## config.mk

```make
export PLATFORM = sky130hd
export DESIGN_NAME = pipe_ctrl_top
export DESIGN_NICKNAME = d
export VERILOG_FILES = /design/src/common/riscv_pkg.sv /design/src/hdl/hu.sv /design/src/hdl/stage_tracker.sv /design/src/hdl/fwd_unit.sv /design/src/hdl/pipe_ctrl_top.sv
export SDC_FILE = /design/constraint.sdc
export NUM_CORES = 1
export LEC_CHECK = 0
export ABC_AREA = 1
export BUFFER_PORTS_ARGS = -buffer_cell sky130_fd_sc_hd__buf_2
export CORE_ASPECT_RATIO = 0.6
export CORE_MARGIN = 2
export CORE_UTILIZATION = 55
export CTS_CLUSTER_SIZE = 24
export DETAILED_ROUTE_END_ITERATION = 16
export MAX_ROUTING_LAYER = met4
export PLACE_DENSITY = 0.84
export SLEW_MARGIN = 30
export SYNTH_ARGS = -nofsm -noshare
export SYNTH_HDL_FRONTEND = slang
export SYNTH_SLANG_ARGS = --single-unit
```

## constraint.sdc

```tcl
create_clock -name clk -period 1.8 [get_ports clk]
set_clock_uncertainty 0.2 [all_clocks]
set_input_delay 0.36 -clock clk [delete_from_list [all_inputs] [get_ports clk]]
set_output_delay 0.36 -clock clk [all_outputs]
set_load 0.005 [all_outputs]
```

## src/common/riscv_pkg.sv

```systemverilog
////////////////////
// riscv pipeline control package
// register index, control codes, stage info and hazard bus types
////////////////////
`default_nettype none

package riscv_pkg;

    // architectural register index
    typedef logic [4:0] reg_idx_t;

    // index of the hardwired zero register
    localparam reg_idx_t REG_ZERO = 5'd0;

    // pipeline registers followed by the tracker: dec/ex, ex/mem, mem/wb
    localparam int unsigned TRACKED_STAGES = 3;

    // command for one pipeline register
    typedef enum logic [1:0] {
        ENABLE = 2'b00,  // load next value
        STALL  = 2'b01,  // hold current value
        FLUSH  = 2'b10   // load a bubble
    } hazard_ctrl_e;

    // memory access request
    typedef enum logic {
        NO_REQUEST = 1'b0,
        REQUEST    = 1'b1
    } mem_req_e;

    // memory access direction
    typedef enum logic {
        READ  = 1'b0,
        WRITE = 1'b1
    } mem_we_e;

    // memory side of an instruction
    typedef struct packed {
        mem_req_e proc_req;
        mem_we_e  we;
    } mem_ctrl_t;

    // register fields of one in-flight instruction
    typedef struct packed {
        logic      valid;
        logic      reg_write;
        reg_idx_t  rd;
        reg_idx_t  rs1;
        reg_idx_t  rs2;
        mem_ctrl_t mem;
    } stage_info_t;

    // empty slot, what a flush loads
    localparam stage_info_t BUBBLE = '{
        valid:     1'b0,
        reg_write: 1'b0,
        rd:        REG_ZERO,
        rs1:       REG_ZERO,
        rs2:       REG_ZERO,
        mem:       '{proc_req: NO_REQUEST, we: READ}
    };

    // one command per pipeline register, pc first
    typedef struct packed {
        hazard_ctrl_e pc_reg;
        hazard_ctrl_e if_dec;
        hazard_ctrl_e dec_ex;
        hazard_ctrl_e ex_mem;
        hazard_ctrl_e mem_wb;
    } hazard_bus_t;

    // source of an ex operand
    typedef enum logic [1:0] {
        FWD_RF     = 2'b00,  // register file value
        FWD_EX_MEM = 2'b01,  // alu result one stage ahead
        FWD_MEM_WB = 2'b10   // writeback value two stages ahead
    } fwd_sel_e;

    // a load is a read request to data memory
    function automatic logic is_load(mem_ctrl_t m);
        return (m.proc_req == REQUEST) && (m.we == READ);
    endfunction

endpackage

`default_nettype wire

```

## src/hdl/hu.sv

```systemverilog
////////////////////
// hazard unit
// computes stall and flush commands for the five pipeline registers
// from branch, load-use and memory busy conditions
////////////////////
`timescale 1ns/1ps
`default_nettype none

module hu (
    input  logic                   en,
    input  logic                   branch_taken,
    input  logic                   instr_mem_busy,
    input  logic                   data_mem_busy,
    input  riscv_pkg::stage_info_t dec_info,
    input  riscv_pkg::stage_info_t dec_ex_info,
    output riscv_pkg::hazard_bus_t hazard
);
    import riscv_pkg::*;

    logic mem_busy;
    logic ld_valid;
    logic rs_match;
    logic load_use;
    logic any_flush;

    // either memory not ready freezes the whole pipe
    assign mem_busy = instr_mem_busy | data_mem_busy;

    // real load sitting in ex, x0 never counts
    assign ld_valid = dec_ex_info.valid
                    & is_load(dec_ex_info.mem)
                    & (dec_ex_info.rd != REG_ZERO);

    // decode instruction reads the load target
    assign rs_match = (dec_ex_info.rd == dec_info.rs1)
                    | (dec_ex_info.rd == dec_info.rs2);

    assign load_use = ld_valid & dec_info.valid & rs_match;

    always_comb begin
        // everything advances unless told otherwise
        hazard.pc_reg = ENABLE;
        hazard.if_dec = ENABLE;
        hazard.dec_ex = ENABLE;
        hazard.ex_mem = ENABLE;
        hazard.mem_wb = ENABLE;

        if (en) begin
            // wrong-path instruction in decode
            if (branch_taken) begin
                hazard.if_dec = FLUSH;
            end

            // hold consumer in decode, bubble into ex
            if (load_use) begin
                hazard.pc_reg = STALL;
                hazard.if_dec = STALL;
                hazard.dec_ex = FLUSH;
            end

            // busy wins over both, nothing is dropped
            if (mem_busy) begin
                hazard.pc_reg = STALL;
                hazard.if_dec = STALL;
                hazard.dec_ex = STALL;
                hazard.ex_mem = STALL;
                hazard.mem_wb = STALL;
            end
        end
    end

    assign any_flush = (hazard.pc_reg == FLUSH) | (hazard.if_dec == FLUSH)
                     | (hazard.dec_ex == FLUSH) | (hazard.ex_mem == FLUSH)
                     | (hazard.mem_wb == FLUSH);

    // a frozen pipe must not lose an instruction
    always_comb begin
        a_busy_no_flush : assert #0 (!mem_busy || !any_flush);
    end

    // holding ex while decode moves on would overwrite the held slot's successor
    always_comb begin
        a_dec_ex_stall_order : assert #0
            (!(hazard.dec_ex == STALL && hazard.if_dec == ENABLE));
    end

endmodule

`default_nettype wire

```

## src/hdl/stage_tracker.sv

```systemverilog
////////////////////
// stage tracker
// dec/ex, ex/mem and mem/wb registers of instruction fields,
// each one advanced, held or bubbled by its hazard command
////////////////////
`timescale 1ns/1ps
`default_nettype none

module stage_tracker (
    input  logic                   clk,
    input  logic                   rst_n,
    input  riscv_pkg::hazard_bus_t hazard,
    input  riscv_pkg::stage_info_t dec_info,
    output riscv_pkg::stage_info_t dec_ex_info,
    output riscv_pkg::stage_info_t ex_mem_info,
    output riscv_pkg::stage_info_t mem_wb_info
);
    import riscv_pkg::*;

    // index 0 is dec/ex, 1 ex/mem, 2 mem/wb
    hazard_ctrl_e ctrl   [TRACKED_STAGES];
    stage_info_t  prev   [TRACKED_STAGES];
    stage_info_t  regs_q [TRACKED_STAGES];

    // command for each register
    assign ctrl[0] = hazard.dec_ex;
    assign ctrl[1] = hazard.ex_mem;
    assign ctrl[2] = hazard.mem_wb;

    // what each register loads on enable
    assign prev[0] = dec_info;
    assign prev[1] = regs_q[0];
    assign prev[2] = regs_q[1];

    always_ff @(posedge clk or negedge rst_n) begin
        if (!rst_n) begin
            // pipe starts empty
            for (int i = 0; i < TRACKED_STAGES; i++) begin
                regs_q[i] <= BUBBLE;
            end
        end else begin
            for (int i = 0; i < TRACKED_STAGES; i++) begin
                case (ctrl[i])
                    ENABLE:  regs_q[i] <= prev[i];
                    FLUSH:   regs_q[i] <= BUBBLE;
                    // stall, and the unused code, hold
                    default: regs_q[i] <= regs_q[i];
                endcase
            end
        end
    end

    assign dec_ex_info = regs_q[0];
    assign ex_mem_info = regs_q[1];
    assign mem_wb_info = regs_q[2];

    // per-register checks of the command the cycle before
    for (genvar g = 0; g < TRACKED_STAGES; g++) begin : g_chk
        // flushed slot is empty next cycle
        a_flush_bubble : assert property (
            @(posedge clk) disable iff (!rst_n)
            ctrl[g] == FLUSH |=> !regs_q[g].valid
        );

        // stalled slot keeps every field
        a_stall_hold : assert property (
            @(posedge clk) disable iff (!rst_n)
            ctrl[g] == STALL |=> $stable(regs_q[g])
        );
    end

endmodule

`default_nettype wire

```

## src/hdl/fwd_unit.sv

```systemverilog
////////////////////
// forwarding unit
// picks the source of each ex operand from the later stages
////////////////////
`timescale 1ns/1ps
`default_nettype none

module fwd_unit (
    input  riscv_pkg::stage_info_t dec_ex_info,
    input  riscv_pkg::stage_info_t ex_mem_info,
    input  riscv_pkg::stage_info_t mem_wb_info,
    output riscv_pkg::fwd_sel_e    fwd_rs1,
    output riscv_pkg::fwd_sel_e    fwd_rs2
);
    import riscv_pkg::*;

    // producer will write src, x0 excluded
    function automatic logic writes_src(stage_info_t producer, reg_idx_t src);
        return producer.valid
            && producer.reg_write
            && (producer.rd != REG_ZERO)
            && (producer.rd == src);
    endfunction

    // nearest producer wins
    function automatic fwd_sel_e select_src(stage_info_t consumer, reg_idx_t src,
                                            stage_info_t ex_mem, stage_info_t mem_wb);
        fwd_sel_e sel;
        sel = FWD_RF;
        if (consumer.valid) begin
            // load data not ready until mem/wb
            if (writes_src(ex_mem, src) && !is_load(ex_mem.mem)) begin
                sel = FWD_EX_MEM;
            end else if (writes_src(mem_wb, src)) begin
                sel = FWD_MEM_WB;
            end
        end
        return sel;
    endfunction

    always_comb begin
        fwd_rs1 = select_src(dec_ex_info, dec_ex_info.rs1, ex_mem_info, mem_wb_info);
        fwd_rs2 = select_src(dec_ex_info, dec_ex_info.rs2, ex_mem_info, mem_wb_info);
    end

    // load value only exists after mem, the load-use stall covers the gap
    always_comb begin
        a_no_load_fwd : assert #0 (!is_load(ex_mem_info.mem)
            || (fwd_rs1 != FWD_EX_MEM && fwd_rs2 != FWD_EX_MEM));
    end

endmodule

`default_nettype wire

```

## src/hdl/pipe_ctrl_top.sv

```systemverilog
////////////////////
// pipeline control top
// stage tracker, hazard unit and forwarding unit
////////////////////
`timescale 1ns/1ps
`default_nettype none

module pipe_ctrl_top (
    input  logic                   clk,
    input  logic                   rst_n,
    input  logic                   en,
    input  logic                   branch_taken,
    input  logic                   instr_mem_busy,
    input  logic                   data_mem_busy,
    input  riscv_pkg::stage_info_t dec_info,
    output riscv_pkg::hazard_bus_t hazard,
    output riscv_pkg::fwd_sel_e    fwd_rs1,
    output riscv_pkg::fwd_sel_e    fwd_rs2
);
    import riscv_pkg::*;

    // instruction fields in ex, mem and wb
    stage_info_t dec_ex_info;
    stage_info_t ex_mem_info;
    stage_info_t mem_wb_info;

    // registers advance under the hazard commands
    stage_tracker u_stage_tracker (
        .clk         (clk),
        .rst_n       (rst_n),
        .hazard      (hazard),
        .dec_info    (dec_info),
        .dec_ex_info (dec_ex_info),
        .ex_mem_info (ex_mem_info),
        .mem_wb_info (mem_wb_info)
    );

    // decode vs ex for load-use
    hu u_hu (
        .en             (en),
        .branch_taken   (branch_taken),
        .instr_mem_busy (instr_mem_busy),
        .data_mem_busy  (data_mem_busy),
        .dec_info       (dec_info),
        .dec_ex_info    (dec_ex_info),
        .hazard         (hazard)
    );

    // operand muxes for ex
    fwd_unit u_fwd_unit (
        .dec_ex_info (dec_ex_info),
        .ex_mem_info (ex_mem_info),
        .mem_wb_info (mem_wb_info),
        .fwd_rs1     (fwd_rs1),
        .fwd_rs2     (fwd_rs2)
    );

endmodule

`default_nettype wire

```

==> flow_summary.toml <==
[routing]
wl_per_cell_um = 14.1
route.detailed.drc = 0
route.antenna.remaining_nets = 0
drtIter0Drc = 142
routed_wl_mm = 5.20
vias = 1889
drtPass1Iterations = 4
vias_per_cell = 5.12

[run_status]
status = "finished with violations"
violations = "setup timing"

[clock_tree]
numCtsBuffers = 5
clkSinkCount = 35
cts_max_level = 2
clk_latency_ns = 0.29
tritoncts = "built"
clk_pin_slew_ns = 0.07
cts_max_path_buffers = 2
root_buffer = "clkbuf_8"

[logic_synthesis]
netlist_area_mm2 = 0.00203
ys_seq_area_frac = 0.431
postSynthAreaPerCell_um2 = 7.56
synth.distinct_cells = 22
yosysWarnings = 0
synthCells = 269
ys_ff_latch = 35

[power]
combPwrFrac = 0.245
power-per-cell-area_mw_per_mm2 = 796
leakage_nw = 1.42
internal-power_mw = 1.41
power_frac_clock = 0.279
switching_share = 0.320
peakVddDrop_mv = 0.408
p_switching_mw = 0.664
pwr-share-seq = 0.477

[critical_path]
crit_required_ns = 1.24
cp_max_fo = 6
crit_type = "flip-flop to primary output"
arrival_ns = 1.52
startpoint_type = "flip-flop"
ff2ff_path_depth = 11
cp-end-kind = "primary output"

[sta]
rsz0062_at_grt = "yes"
min_period_over_period = 1.16
hold_violations = 0
fin_crit_ns = 2.08
setup_viol = 8
final.setup.tns_ns = -1.99
report.final.slew_viol_count = 0
fmax_ghz = 0.480
fin_ws_ns = -0.281

[worst_hold_path]
min_path_cells = 3
hold_class = "input pin to flip-flop"

[die]
row_count = 17
die_w_um = 82.5
num_io_pins = 39
die_h_um = 51.1
start_util = 0.566
core-area_mm2 = 0.00359
dieArea_mm2 = 0.00422

[flow_run]
cap_violations = 0

[placement]
dpl.cell_count = 347
placement.io_buffers = 35
place_hpwl_mm = 3.49
preCtsSetupSlack_ns = -0.0296
gp_congestion = 0.901

[cells_and_area]
layout_common_cells = "nand2_1, buf_2, dfrtp_1, inv_1"
areaGrowthSynthToFinish_pct = 28.5
diodes = 0
stdcell_count = 369
drive_above_1_share = 0.351
final_common_cell = "nand2_1"
fin_nets = 347

[grt]
grt_first_pass_wirelength_mm = 8.29
grt_pass1_vias = 1778
antenna_found_initial = 0
grt_max_degree = 38
grt.overflow.total = 0
grt_usage = 0.279
per-stage QoR:
stage	power (mW)	util	cell area [um2]	hold WS, ns
floorplan	1.25	-	2040	-0.136
CTS	2.04	0.685	2460	0.0828
detailed placement	1.41	0.627	2250	0.216
finish	2.08	0.727	2610	0.0861
global route	2.19	0.727	2610	0.0907
global placement	1.39	0.627	2250	0.218
timing repair:
action	CTS	global route
setup buffers	9	4
hold buffers	1	0
pin swaps	4	7
cloned	0	1
resized for setup	14	24
setup endpoints to repair	8	27
hold endpoints to repair	35	0
cells by family after synthesis:
kind of cell           share of synthesized area
buffers and inverters                     0.0997
other                                    0.00184
AO/OA/AOI/OAI                             0.0418
AND/OR/NAND/NOR                            0.357
XOR/XNOR                                  0.0689
flip-flops                                 0.431
registers in the layout, summed over array words and instances (netlist names):
register / flops
u_stage_tracker.mem_wb_info: 7
u_stage_tracker.dec_ex_info: 19
u_stage_tracker.ex_mem_info: 9
worst max-delay path, cell delays in order, from the launching register on:
cell,delay [ns]
dfrtp_2,0.43
inv_2,0.05
nand2_1,0.09
nand2_2,0.06
nor2_1,0.09
nand3_1,0.09
nand2_2,0.12
nand3_4,0.09
nor2_2,0.08
buf_2,0.11
per-layer routing:
| layer | vias to the layer above | global-route usage | routed length, um |
|---|---|---|---|
| li1 | 936 | - | - |
| met1 | 884 | 0.379 | 2300 |
| met2 | 64 | 0.419 | 2510 |
| met3 | 5 | 0.0742 | 354 |
| met4 | 0 | 0.0738 | 36 |
| met5 | - | - | 0 |
power groups by stage:
stage	clock network (mW)	registers [mW]	logic (mW)
CTS	0.590	0.985	0.469
global placement	0	0.990	0.397
finish	0.579	0.990	0.509
floorplan	0	0.965	0.288
global route	0.618	1.00	0.572
detailed placement	0	0.996	0.412
synthesized netlist by cell type, drive strengths merged:
cell type,number,area [um2]
nand4,2,12.5
nor3,6,30.0
clkbuf,3,11.3
buf,12,90.1
nand2,96,363
o21ai,13,65.1
a21oi,4,20.0
dfrtp,35,876
nor2,18,70.1
xnor2,8,70.1
nand3,34,238
conb,1,3.75
inv,27,101
xor2,8,70.1
or2,2,12.5
cell type report:
| type | count | area, um2 |
|---|---|---|
| multi-input cells | 194 | 1060 |
| fillers | 294 | 982 |
| flip-flops and latches | 35 | 886 |
| repair buffers | 59 | 415 |
| inverters | 27 | 101 |
| clock buffers | 6 | 82.6 |
| well taps | 47 | 58.8 |
| clock inverters | 1 | 5.00 |
final timing paths:
check	from	end	slack, ns
worst max-delay path	u_stage_tracker.dec_ex_info[15]$_DFFE_PN0P_	hazard[5]	-0.28
min in group asynchronous	rst_n	u_stage_tracker.mem_wb_info[15]$_DFFE_PN0N_	0.42
worst min register to register	u_stage_tracker.dec_ex_info[17]$_DFFE_PN0P_	u_stage_tracker.dec_ex_info[17]$_DFFE_PN0P_	0.29
worst max register to register	u_stage_tracker.dec_ex_info[15]$_DFFE_PN0P_	u_stage_tracker.dec_ex_info[1]$_DFFE_PN0P_	0.04
worst min-delay path	dec_info[16]	u_stage_tracker.dec_ex_info[16]$_DFFE_PN0P_	0.09
max in group asynchronous	rst_n	u_stage_tracker.dec_ex_info[11]$_DFFE_PN0P_	0.63
Note: power is estimated with default switching activity, not from simulation.
